<file path="src/rtl/be_consts.svh">
`ifndef BE_CONSTS_SVH
`define BE_CONSTS_SVH

// data path and pc width
`define WORD_SIZE    32

// register files
`define NUM_ARCH_REG 8
`define NUM_PHYS_REG 16

// window sizes
`define ROB_ENTRY    8
`define ISSUE_ENTRY  4

// index widths
`define ARCH_REG_W   $clog2(`NUM_ARCH_REG)
`define PHYS_REG_W   $clog2(`NUM_PHYS_REG)
`define ROB_TAG_W    $clog2(`ROB_ENTRY)
`define ISSUE_IDX_W  $clog2(`ISSUE_ENTRY)

`endif
</file>
<file path="src/rtl/be_instr_pkg.sv">
`default_nettype none

`include "be_consts.svh"

package be_instr_pkg;

  typedef enum logic [1:0] {
    OP_ADD,
    OP_SUB,
    OP_ADDI,
    OP_BR
  } op_e;

  typedef enum logic [1:0] {
    BR_EQ,
    BR_NE,
    BR_LT,
    BR_ALWAYS
  } br_cond_e;

  // branch view, offset counted in words
  typedef struct packed {
    br_cond_e                      cond;
    logic signed [`WORD_SIZE-3:0]  offset;
  } br_operand_t;

  // ADDI reads imm, BR reads br
  typedef union packed {
    logic signed [`WORD_SIZE-1:0]  imm;
    br_operand_t                   br;
  } operand_u;

  typedef struct packed {
    logic [`WORD_SIZE-1:0]   pc;
    op_e                     op;
    logic [`ARCH_REG_W-1:0]  rd;
    logic [`ARCH_REG_W-1:0]  rs1;
    logic [`ARCH_REG_W-1:0]  rs2;
    operand_u                operand;
  } decoded_t;

endpackage

`default_nettype wire

</file>
<file path="src/rtl/be_ooo_pkg.sv">
`default_nettype none

`include "be_consts.svh"

package be_ooo_pkg;

  typedef struct packed {
    be_instr_pkg::op_e       op;
    be_instr_pkg::operand_u  operand;
    logic [`WORD_SIZE-1:0]   pc;
    logic [`PHYS_REG_W-1:0]  prd;
    logic [`PHYS_REG_W-1:0]  prs1;
    logic [`PHYS_REG_W-1:0]  prs2;
    logic [`ROB_TAG_W-1:0]   rob_tag;
  } renamed_t;

  // renamed instruction plus captured operands
  typedef struct packed {
    renamed_t               instr;
    logic [`WORD_SIZE-1:0]  val1;
    logic [`WORD_SIZE-1:0]  val2;
  } issued_t;

  // wr is low for branches, which have no destination
  typedef struct packed {
    logic                    valid;
    logic [`ROB_TAG_W-1:0]   rob_tag;
    logic [`PHYS_REG_W-1:0]  prd;
    logic                    wr;
    logic [`WORD_SIZE-1:0]   result;
    logic                    taken;
    logic [`WORD_SIZE-1:0]   target;
  } cdb_t;

  typedef struct packed {
    logic                    done;
    logic [`ARCH_REG_W-1:0]  ard;
    logic [`PHYS_REG_W-1:0]  prd;
    logic [`PHYS_REG_W-1:0]  old_prd;
    logic                    is_br;
    logic                    taken;
    logic [`WORD_SIZE-1:0]   target;
  } rob_entry_t;

endpackage

`default_nettype wire

</file>
<file path="src/rtl/be_if.sv">
`timescale 1ns/1ps
`default_nettype none

`include "be_consts.svh"

// rename allocates one reorder-buffer entry per accepted instruction
interface rob_alloc_if;
  logic                    valid;
  logic [`ARCH_REG_W-1:0]  ard;
  logic [`PHYS_REG_W-1:0]  prd;
  logic [`PHYS_REG_W-1:0]  old_prd;
  logic                    is_br;
  logic                    ready;
  logic [`ROB_TAG_W-1:0]   tag;

  modport rename (output valid, ard, prd, old_prd, is_br, input ready, tag);
  modport commit (input valid, ard, prd, old_prd, is_br, output ready, tag);
endinterface

// combinational operand read on insert
interface prf_read_if;
  logic [`PHYS_REG_W-1:0]  addr1;
  logic [`PHYS_REG_W-1:0]  addr2;
  logic [`WORD_SIZE-1:0]   data1;
  logic [`WORD_SIZE-1:0]   data2;
  logic                    valid1;
  logic                    valid2;

  modport issue  (output addr1, addr2, input data1, data2, valid1, valid2);
  modport commit (input addr1, addr2, output data1, data2, valid1, valid2);
endinterface

interface retire_if;
  logic                    valid;
  logic [`ARCH_REG_W-1:0]  ard;
  logic [`PHYS_REG_W-1:0]  prd;
  logic [`PHYS_REG_W-1:0]  old_prd;

  modport commit (output valid, ard, prd, old_prd);
  modport rename (input valid, ard, prd, old_prd);
endinterface

`default_nettype wire

</file>
<file path="src/rtl/be_top.sv">
`timescale 1ns/1ps
`default_nettype none

`include "be_consts.svh"

module be_top
  ( input  logic                    clk_i
  , input  logic                    rst_n_i
  // front end to rename
  , input  be_instr_pkg::decoded_t  decoded_i
  , input  logic                    decoded_v_i
  , output logic                    rename_decode_ready_o
  // redirect to front end
  , output logic                    be_fe_mispredict_o
  , output logic [`WORD_SIZE-1:0]   be_fe_redirected_pc_o
  // retirement
  , output logic                    commit_v_o
  , output logic [`ARCH_REG_W-1:0]  commit_rd_o
  , output logic [`WORD_SIZE-1:0]   commit_data_o
  );

  import be_ooo_pkg::*;

  renamed_t  rename_issue;
  logic      rename_issue_v;
  logic      issue_rename_ready;
  issued_t   issue_exe;
  logic      issue_exe_v;
  cdb_t      cdb;
  logic      flush;

  rob_alloc_if rob_alloc ();
  prf_read_if  prf_read ();
  retire_if    retire ();

  rename_stage rename
    (  .clk_i                 (clk_i)
     , .rst_n_i               (rst_n_i)
     , .decoded_i             (decoded_i)
     , .decoded_v_i           (decoded_v_i)
     , .rename_decode_ready_o (rename_decode_ready_o)
     , .renamed_o             (rename_issue)
     , .renamed_v_o           (rename_issue_v)
     , .issue_ready_i         (issue_rename_ready)
     , .flush_i               (flush)
     , .rob_alloc             (rob_alloc)
     , .retire                (retire)
    );

  issue_table issue
    (  .clk_i         (clk_i)
     , .rst_n_i       (rst_n_i)
     , .renamed_i     (rename_issue)
     , .renamed_v_i   (rename_issue_v)
     , .issue_ready_o (issue_rename_ready)
     , .prf_read      (prf_read)
     , .cdb_i         (cdb)
     , .issue_o       (issue_exe)
     , .issue_v_o     (issue_exe_v)
     , .flush_i       (flush)
    );

  execute_stage execute
    (  .clk_i     (clk_i)
     , .rst_n_i   (rst_n_i)
     , .issue_i   (issue_exe)
     , .issue_v_i (issue_exe_v)
     , .flush_i   (flush)
     , .cdb_o     (cdb)
    );

  commit_stage commit
    (  .clk_i           (clk_i)
     , .rst_n_i         (rst_n_i)
     , .rob_alloc       (rob_alloc)
     , .prf_read        (prf_read)
     , .cdb_i           (cdb)
     , .retire          (retire)
     , .flush_o         (flush)
     , .mispredict_o    (be_fe_mispredict_o)
     , .redirected_pc_o (be_fe_redirected_pc_o)
     , .commit_v_o      (commit_v_o)
     , .commit_rd_o     (commit_rd_o)
     , .commit_data_o   (commit_data_o)
    );

endmodule

`default_nettype wire

</file>
<file path="src/rtl/commit_stage.sv">
`timescale 1ns/1ps
`default_nettype none

`include "be_consts.svh"

module commit_stage
  ( input  logic                    clk_i
  , input  logic                    rst_n_i
  , rob_alloc_if.commit             rob_alloc
  , prf_read_if.commit              prf_read
  , input  be_ooo_pkg::cdb_t        cdb_i
  , retire_if.commit                retire
  , output logic                    flush_o
  // front end redirect
  , output logic                    mispredict_o
  , output logic [`WORD_SIZE-1:0]   redirected_pc_o
  // retirement report
  , output logic                    commit_v_o
  , output logic [`ARCH_REG_W-1:0]  commit_rd_o
  , output logic [`WORD_SIZE-1:0]   commit_data_o
  );

  import be_ooo_pkg::*;

  rob_entry_t                rob [`ROB_ENTRY];
  // one extra bit tells full from empty
  logic [`ROB_TAG_W:0]       head_q, tail_q;
  logic [`WORD_SIZE-1:0]     prf [`NUM_PHYS_REG];
  logic [`NUM_PHYS_REG-1:0]  prf_v;
  rob_entry_t                head;
  logic                      head_done;

  assign head      = rob[head_q[`ROB_TAG_W-1:0]];
  assign head_done = (head_q != tail_q) && head.done;

  assign commit_v_o      = head_done && !head.is_br;
  assign commit_rd_o     = head.ard;
  assign commit_data_o   = prf[head.prd];
  assign mispredict_o    = head_done && head.is_br && head.taken;
  assign redirected_pc_o = head.target;
  assign flush_o         = mispredict_o;

  assign retire.valid   = commit_v_o;
  assign retire.ard     = head.ard;
  assign retire.prd     = head.prd;
  assign retire.old_prd = head.old_prd;

  assign rob_alloc.ready = !((head_q[`ROB_TAG_W] != tail_q[`ROB_TAG_W])
                             && (head_q[`ROB_TAG_W-1:0] == tail_q[`ROB_TAG_W-1:0]));
  assign rob_alloc.tag   = tail_q[`ROB_TAG_W-1:0];

  assign prf_read.data1  = prf[prf_read.addr1];
  assign prf_read.data2  = prf[prf_read.addr2];
  assign prf_read.valid1 = prf_v[prf_read.addr1];
  assign prf_read.valid2 = prf_v[prf_read.addr2];

  always_ff @(posedge clk_i or negedge rst_n_i)
  begin
    if (!rst_n_i)
    begin
      head_q <= '0;
      tail_q <= '0;
    end
    else if (flush_o)
    begin
      // the mispredicted branch is the head, so every other entry is younger
      head_q <= '0;
      tail_q <= '0;
    end
    else
    begin
      if (head_done)
        head_q <= head_q + 1'b1;
      if (rob_alloc.valid)
        tail_q <= tail_q + 1'b1;
    end
  end

  always_ff @(posedge clk_i)
  begin
    if (cdb_i.valid)
    begin
      rob[cdb_i.rob_tag].done   <= 1'b1;
      rob[cdb_i.rob_tag].taken  <= cdb_i.taken;
      rob[cdb_i.rob_tag].target <= cdb_i.target;
    end
    if (rob_alloc.valid)
      rob[tail_q[`ROB_TAG_W-1:0]] <= '{done:    1'b0,
                                      ard:     rob_alloc.ard,
                                      prd:     rob_alloc.prd,
                                      old_prd: rob_alloc.old_prd,
                                      is_br:   rob_alloc.is_br,
                                      taken:   1'b0,
                                      target:  '0};
  end

  // physical registers, all zero and valid out of reset
  always_ff @(posedge clk_i or negedge rst_n_i)
  begin
    if (!rst_n_i)
    begin
      for (int p = 0; p < `NUM_PHYS_REG; p++)
        prf[p] <= '0;
      prf_v <= '1;
    end
    else
    begin
      if (cdb_i.valid && cdb_i.wr)
      begin
        prf[cdb_i.prd]   <= cdb_i.result;
        prf_v[cdb_i.prd] <= 1'b1;
      end
      if (rob_alloc.valid && !rob_alloc.is_br)
        prf_v[rob_alloc.prd] <= 1'b0;
    end
  end

endmodule

`default_nettype wire

</file>
<file path="src/rtl/execute_stage.sv">
`timescale 1ns/1ps
`default_nettype none

`include "be_consts.svh"

module execute_stage
  ( input  logic                 clk_i
  , input  logic                 rst_n_i
  , input  be_ooo_pkg::issued_t  issue_i
  , input  logic                 issue_v_i
  , input  logic                 flush_i
  , output be_ooo_pkg::cdb_t     cdb_o
  );

  import be_instr_pkg::*;

  logic [`WORD_SIZE-1:0]  a, b, result, target;
  br_operand_t            br;
  logic                   taken;

  assign a  = issue_i.val1;
  assign b  = issue_i.val2;
  assign br = issue_i.instr.operand.br;

  // word offset scaled to bytes
  assign target = issue_i.instr.pc + {br.offset, 2'b00};

  always_comb
  begin
    result = '0;
    taken  = 1'b0;
    case (issue_i.instr.op)
      OP_ADD:  result = a + b;
      OP_SUB:  result = a - b;
      OP_ADDI: result = a + issue_i.instr.operand.imm;
      default:
        case (br.cond)
          BR_EQ:   taken = a == b;
          BR_NE:   taken = a != b;
          BR_LT:   taken = $signed(a) < $signed(b);
          default: taken = 1'b1;
        endcase
    endcase
  end

  always_ff @(posedge clk_i or negedge rst_n_i)
  begin
    if (!rst_n_i)
      cdb_o <= '0;
    else
    begin
      // nothing younger than a mispredict may reach the bus
      cdb_o.valid   <= issue_v_i && !flush_i;
      cdb_o.rob_tag <= issue_i.instr.rob_tag;
      cdb_o.prd     <= issue_i.instr.prd;
      cdb_o.wr      <= issue_i.instr.op != OP_BR;
      cdb_o.result  <= result;
      cdb_o.taken   <= taken;
      cdb_o.target  <= target;
    end
  end

endmodule

`default_nettype wire

</file>
<file path="src/rtl/issue_table.sv">
`timescale 1ns/1ps
`default_nettype none

`include "be_consts.svh"

module issue_table
  ( input  logic                   clk_i
  , input  logic                   rst_n_i
  , input  be_ooo_pkg::renamed_t   renamed_i
  , input  logic                   renamed_v_i
  , output logic                   issue_ready_o
  , prf_read_if.issue              prf_read
  , input  be_ooo_pkg::cdb_t       cdb_i
  , output be_ooo_pkg::issued_t    issue_o
  , output logic                   issue_v_o
  , input  logic                   flush_i
  );

  import be_ooo_pkg::*;

  renamed_t                 slot_instr [`ISSUE_ENTRY];
  logic [`WORD_SIZE-1:0]    slot_val1  [`ISSUE_ENTRY];
  logic [`WORD_SIZE-1:0]    slot_val2  [`ISSUE_ENTRY];
  logic [`ISSUE_ENTRY-1:0]  slot_v, rdy1, rdy2;
  // older[i][j] set when slot j was written before slot i
  logic [`ISSUE_ENTRY-1:0]  older [`ISSUE_ENTRY];
  logic [`ISSUE_ENTRY-1:0]  ready_vec, wake1, wake2;
  logic [`ISSUE_IDX_W-1:0]  ins_idx, sel_idx;
  logic                     ins, hit1, hit2;

  assign issue_ready_o  = ~&slot_v;
  assign ins            = renamed_v_i && issue_ready_o && !flush_i;
  assign prf_read.addr1 = renamed_i.prs1;
  assign prf_read.addr2 = renamed_i.prs2;

  // a result on the bus in the insert cycle is not yet in the register file
  assign hit1 = cdb_i.valid && cdb_i.wr && cdb_i.prd == renamed_i.prs1;
  assign hit2 = cdb_i.valid && cdb_i.wr && cdb_i.prd == renamed_i.prs2;

  always_comb
  begin
    for (int i = 0; i < `ISSUE_ENTRY; i++)
    begin
      wake1[i] = cdb_i.valid && cdb_i.wr && !rdy1[i] && cdb_i.prd == slot_instr[i].prs1;
      wake2[i] = cdb_i.valid && cdb_i.wr && !rdy2[i] && cdb_i.prd == slot_instr[i].prs2;
    end
  end

  assign ready_vec = slot_v & rdy1 & rdy2;

  always_comb
  begin
    ins_idx = '0;
    for (int i = `ISSUE_ENTRY-1; i >= 0; i--)
    begin
      if (!slot_v[i])
        ins_idx = i[`ISSUE_IDX_W-1:0];
    end
  end

  // oldest ready slot has no older ready slot
  always_comb
  begin
    sel_idx   = '0;
    issue_v_o = 1'b0;
    for (int i = 0; i < `ISSUE_ENTRY; i++)
    begin
      if (ready_vec[i] && !(|(older[i] & ready_vec)))
      begin
        sel_idx   = i[`ISSUE_IDX_W-1:0];
        issue_v_o = 1'b1;
      end
    end
  end

  assign issue_o.instr = slot_instr[sel_idx];
  assign issue_o.val1  = slot_val1[sel_idx];
  assign issue_o.val2  = slot_val2[sel_idx];

  always_ff @(posedge clk_i or negedge rst_n_i)
  begin
    if (!rst_n_i)
    begin
      slot_v <= '0;
      rdy1   <= '0;
      rdy2   <= '0;
      for (int i = 0; i < `ISSUE_ENTRY; i++)
        older[i] <= '0;
    end
    else if (flush_i)
      slot_v <= '0;
    else
    begin
      rdy1 <= rdy1 | wake1;
      rdy2 <= rdy2 | wake2;
      if (issue_v_o)
        slot_v[sel_idx] <= 1'b0;
      if (ins)
      begin
        slot_v[ins_idx] <= 1'b1;
        rdy1[ins_idx]   <= prf_read.valid1 || hit1;
        rdy2[ins_idx]   <= prf_read.valid2 || hit2;
        // new entry is younger than everything present
        for (int i = 0; i < `ISSUE_ENTRY; i++)
          older[i][ins_idx] <= 1'b0;
        older[ins_idx] <= slot_v;
      end
    end
  end

  always_ff @(posedge clk_i)
  begin
    for (int i = 0; i < `ISSUE_ENTRY; i++)
    begin
      if (wake1[i])
        slot_val1[i] <= cdb_i.result;
      if (wake2[i])
        slot_val2[i] <= cdb_i.result;
    end
    if (ins)
    begin
      slot_instr[ins_idx] <= renamed_i;
      slot_val1[ins_idx]  <= hit1 ? cdb_i.result : prf_read.data1;
      slot_val2[ins_idx]  <= hit2 ? cdb_i.result : prf_read.data2;
    end
  end

endmodule

`default_nettype wire

</file>
<file path="src/rtl/rename_stage.sv">
`timescale 1ns/1ps
`default_nettype none

`include "be_consts.svh"

module rename_stage
  ( input  logic                    clk_i
  , input  logic                    rst_n_i
  // decode side
  , input  be_instr_pkg::decoded_t  decoded_i
  , input  logic                    decoded_v_i
  , output logic                    rename_decode_ready_o
  // toward issue
  , output be_ooo_pkg::renamed_t    renamed_o
  , output logic                    renamed_v_o
  , input  logic                    issue_ready_i
  , input  logic                    flush_i
  , rob_alloc_if.rename             rob_alloc
  , retire_if.rename                retire
  );

  import be_instr_pkg::*;

  logic [`PHYS_REG_W-1:0]    spec_map   [`NUM_ARCH_REG];
  logic [`PHYS_REG_W-1:0]    retire_map [`NUM_ARCH_REG];
  logic [`NUM_PHYS_REG-1:0]  free_q;
  logic [`NUM_PHYS_REG-1:0]  retire_used;
  logic [`PHYS_REG_W-1:0]    new_prd;
  logic                      needs_rd;
  logic                      accept;

  // lowest free register wins
  always_comb
  begin
    new_prd = '0;
    for (int p = `NUM_PHYS_REG-1; p >= 0; p--)
    begin
      if (free_q[p])
        new_prd = p[`PHYS_REG_W-1:0];
    end
  end

  // registers held by the committed state, used to rebuild the free list
  always_comb
  begin
    retire_used = '0;
    for (int a = 0; a < `NUM_ARCH_REG; a++)
      retire_used[retire_map[a]] = 1'b1;
  end

  assign needs_rd = decoded_i.op != OP_BR;
  assign rename_decode_ready_o = issue_ready_i && rob_alloc.ready && !flush_i
                                 && (|free_q || !needs_rd);
  assign accept = decoded_v_i && rename_decode_ready_o;

  assign rob_alloc.valid   = accept;
  assign rob_alloc.ard     = decoded_i.rd;
  assign rob_alloc.prd     = new_prd;
  assign rob_alloc.old_prd = spec_map[decoded_i.rd];
  assign rob_alloc.is_br   = !needs_rd;

  always_ff @(posedge clk_i or negedge rst_n_i)
  begin
    if (!rst_n_i)
    begin
      for (int a = 0; a < `NUM_ARCH_REG; a++)
      begin
        spec_map[a]   <= a[`PHYS_REG_W-1:0];
        retire_map[a] <= a[`PHYS_REG_W-1:0];
      end
      free_q <= {{(`NUM_PHYS_REG-`NUM_ARCH_REG){1'b1}}, {`NUM_ARCH_REG{1'b0}}};
    end
    else if (flush_i)
    begin
      spec_map <= retire_map;
      free_q   <= ~retire_used;
    end
    else
    begin
      if (retire.valid)
      begin
        retire_map[retire.ard] <= retire.prd;
        free_q[retire.old_prd] <= 1'b1;
      end
      if (accept && needs_rd)
      begin
        spec_map[decoded_i.rd] <= new_prd;
        free_q[new_prd]        <= 1'b0;
      end
    end
  end

  // output register, held while issue is full
  always_ff @(posedge clk_i or negedge rst_n_i)
  begin
    if (!rst_n_i)
      renamed_v_o <= 1'b0;
    else if (flush_i)
      renamed_v_o <= 1'b0;
    else if (accept)
      renamed_v_o <= 1'b1;
    else if (issue_ready_i)
      renamed_v_o <= 1'b0;
  end

  always_ff @(posedge clk_i)
  begin
    if (accept)
      renamed_o <= '{op:      decoded_i.op,
                     operand: decoded_i.operand,
                     pc:      decoded_i.pc,
                     prd:     new_prd,
                     prs1:    spec_map[decoded_i.rs1],
                     prs2:    spec_map[decoded_i.rs2],
                     rob_tag: rob_alloc.tag};
  end

endmodule

`default_nettype wire

</file>
<file path="config.mk">
export PLATFORM = sky130hd
export DESIGN_NAME = be_top
export DESIGN_NICKNAME = d
export VERILOG_FILES = /design/src/rtl/be_instr_pkg.sv /design/src/rtl/be_ooo_pkg.sv /design/src/rtl/be_if.sv /design/src/rtl/be_top.sv /design/src/rtl/commit_stage.sv /design/src/rtl/execute_stage.sv /design/src/rtl/issue_table.sv /design/src/rtl/rename_stage.sv
export VERILOG_INCLUDE_DIRS = /design/src /design/src/rtl
export SDC_FILE = /design/constraint.sdc
export NUM_CORES = 2
export LEC_CHECK = 0
export BUFFER_PORTS_ARGS = -buffer_cell sky130_fd_sc_hd__buf_2
export CAP_MARGIN = 20
export CORE_ASPECT_RATIO = 0.7
export CORE_UTILIZATION = 57
export CTS_BUF_LIST = sky130_fd_sc_hd__clkbuf_4 sky130_fd_sc_hd__clkbuf_8 sky130_fd_sc_hd__clkbuf_16
export DETAILED_ROUTE_END_ITERATION = 10
export PLACE_DENSITY = 0.75
export SYNTH_ARGS = -nofsm -noshare
export SYNTH_HDL_FRONTEND = slang
export SYNTH_SLANG_ARGS = --single-unit
</file>
<file path="constraint.sdc">
create_clock -name clk_i -period 5.2 [get_ports clk_i]
set_input_delay 0.78 -clock clk_i [delete_from_list [all_inputs] [get_ports clk_i]]
set_output_delay 0.78 -clock clk_i [all_outputs]
set_load 0.02 [all_outputs]
</file>
==> flow_summary.toml <==
[yosys]
syn_inst = 7560
synth-seq-cells = 1748
ys.flop_type = "edfxtp_1"
synth_nets = 7734
ys_warn_count = 0
synth_top_area_share_pct = 25.8
ys_seq_area_share_pct = 52.4
syn_area_per_cell_sq_um = 11.7
async_flop_share_pct = 41.1
synth_cell_types = 83
syn_area_sq_um = 88200
synth_edf_count = 757
yosys.area.top_type = "edfxtp_1"
synth_area_leaders = "edfxtp_1 26%, dfrtp_1 19%, mux4_2 12%"

[die]
fp.dieArea_sq_um = 156000
core-area_sq_um = 153000
chipWidth_microns = 472
die_h_microns = 331
io_pins = 148
initial_utilization_pct = 57.5
rows = 120

[place]
dpl_cell_area_sq_um = 91600
dp_slack_ns = -0.136
place_hpwl_microns = 176000
gp_congestion = 1.05
dp_cells = 9353
io_buffers = 147

[detailed_routing]
vias = 66166
wl_per_cell_microns = 28.4
drc = 0
ant_nets = 0
drt-total-wl_microns = 275000
viasPerCell = 6.84
drt-initial-drc-count = 10022
dr.pass1.iters = 8

[clocking]
clkLatencyLatePin_ns = 0.86
cts_buffers = 167
cts_root_buffer = "clkbuf_16"
cts_tree = "built"
cts.reportedPaths.clkPinSlew_ns = 0.07
cts.sink_count = 1748
htree_levels = 4
clockBufferDepth = 3

[setup_path]
crit_start = "commit.head_q[0]$_DFFE_PN0P_"
cp-end-kind = "output port"
crit_fanout = 24
cp-start-kind = "register"
critPathKind = "register to output port"
rr_worst_depth = 18
required_ns = 4.42
arrival_ns = 4.33
r2r-start = "issue.rdy1[1]$_DFFE_PN0N_"

[grt]
grt_pass1_vias = 63906
grt.overflow.total = 0
grt_usage_pct = 35.0
grt_max_degree = 119
antenna_found_initial = 8
grt_first_pass_wirelength_microns = 411000

[cells_and_area]
layout-drive-gt1-share_pct = 24.6
multiInputGateArea_sq_um = 39600
n_fill_cell = 11252
regArea_sq_um = 46200
final_util_pct = 63.7
nNetsFinal = 7631
post_layout_nonfiller_instances = 9679
area_growth_pct = 10.7
mostFrequentLayoutCells = "1064 x nand2_1, 830 x nor2_1, 757 x edfxtp_1"
fin_area_sq_um = 97700
final_common_cell = "nand2_1"

[sta]
slew_headroom_pct = 15.7
layout_min_cycle_time_ns = 5.11
finalHoldViolations = 0
maxSlewViolCount = 0
worst_slack_ns = 0.0865
min_period_over_period_pct = 98.3
skew_ns = 0.0465
setup_violations = 0
fmax_ghz = 0.196
tightest_slew_ns = 1.27

[outcome]
outcome = "finished clean"

[hold_path]
hold_start = "decoded_i[73]"
hold_depth = 1
hold_class = "input port to register"

[run]
maxCapViolations = 0
-- cell usage after synthesis, types with 10 or more instances --
cell      instances
a22o_1           11
dfrtp_1         671
nor2_1          851
nor2b_1          41
and2_1           74
mux2_2          562
o221ai_1         40
and3_1           20
nor3_1           86
dfstp_2          48
nand4_1          40
buf_4            35
o22ai_1         182
mux4_2          471
xor2_1           49
o31ai_1          17
nor4_1           11
dfxtp_1         272
ha_1             93
a31oi_1          22
o21ai_0         148
clkbuf_1        444
edfxtp_1        757
a21o_1           58
nand2b_1         31
a211oi_1         74
buf_1           126
xnor2_1          83
inv_1            58
a311oi_1         65
mux2i_1         152
o21ai_1          10
a22oi_1         109
o21bai_1         15
a221oi_1         20
a21oi_1         493
a221o_1          16
o21a_1           17
nand3_1          58
buf_2            46
nand2_1        1069
o41ai_1          12
-- worst paths after layout --
kind	to	slack [ns]
max reg2reg	execute.cdb_o[60]$_DFF_PN0_	0.18
max in group asynchronous	commit.prf[128]$_DFFE_PN0P_	3.21
min reg2reg	commit.rob[2][0]$_SDFFE_PP0P_	0.45
min in group asynchronous	execute.cdb_o[38]$_DFF_PN0_	0.54
max	commit_data_o[21]	0.09
min	rename.renamed_o[45]$_DFFE_PP_	0.11
-- flip-flops by register name, indices dropped and copies added, names as in the netlist, 32 cells and up, named ones only --
| name | cells |
|---|---|
| commit.prf | 512 |
| commit.rob | 368 |
| issue.slot_instr | 324 |
| issue.slot_val1 | 128 |
| issue.slot_val2 | 128 |
| rename.renamed_o | 81 |
| execute.cdb_o | 74 |
| rename.retire_map | 32 |
| rename.spec_map | 32 |
-- cells by family after synthesis --
group           count (synthesis)  share of synthesized area [%]
flops                        1748                           52.4
fa+ha+maj                      97                           1.40
mux                          1185                           20.9
buf+inv                       717                           3.28
simple gates                 2324                           10.9
xor+xnor                      132                           1.31
compound gates               1357                           9.76
-- cell type report --
cell class / count / share of cell area (%)
Inverter: 64 / 0.259
Clock inverter: 78 / 0.863
Clock buffer: 236 / 5.11
Multi-Input combinational cell: 5095 / 40.5
Sequential cell: 1748 / 47.3
Tap cell: 2074 / 2.66
Antenna cell: 3 / 0.00769
Timing Repair Buffer: 381 / 3.25
-- per-layer routing --
layer  vias to the layer above  GRT usage, %  part of all wire [%]
met1                     32818          52.4                    40
met4                         4          12.2                   3.4
met3                       719          10.3                    15
met5                         -             0                0.0084
li1                      27660             -                     -
met2                      4965          48.5                    42
-- worst max-delay path: stages (launching register included) --
cell	delay, ns
dfrtp_4	0.64
mux4_2	0.58
mux2i_4	0.18
buf_12	0.24
buf_4	0.45
mux2i_1	0.15
mux4_2	0.48
a21oi_1	0.45
buf_2	0.27
-- per-stage QoR --
stage / TNS [ns] / hold WS, ns
finish: 0 / 0.114
global route: -0.00267 / 0.104
CTS: 0 / 0.0721
detailed placement: -0.136 / 0.445
global placement: -0.0144 / 0.438
floorplan: 0 / 0.423
-- repair_timing --
action,in CTS,in global routing
gates resized for setup,1,23
endpoints found under the setup margin,11,26
hold buffers,1,0
setup buffers,1,2
hold endpoints to repair,9,0
pin swaps,0,2
cloned,0,2
Power is left out: the tool's default activity adds up to more than one toggle a clock period on the data nets, which glitch-free logic cannot reach.
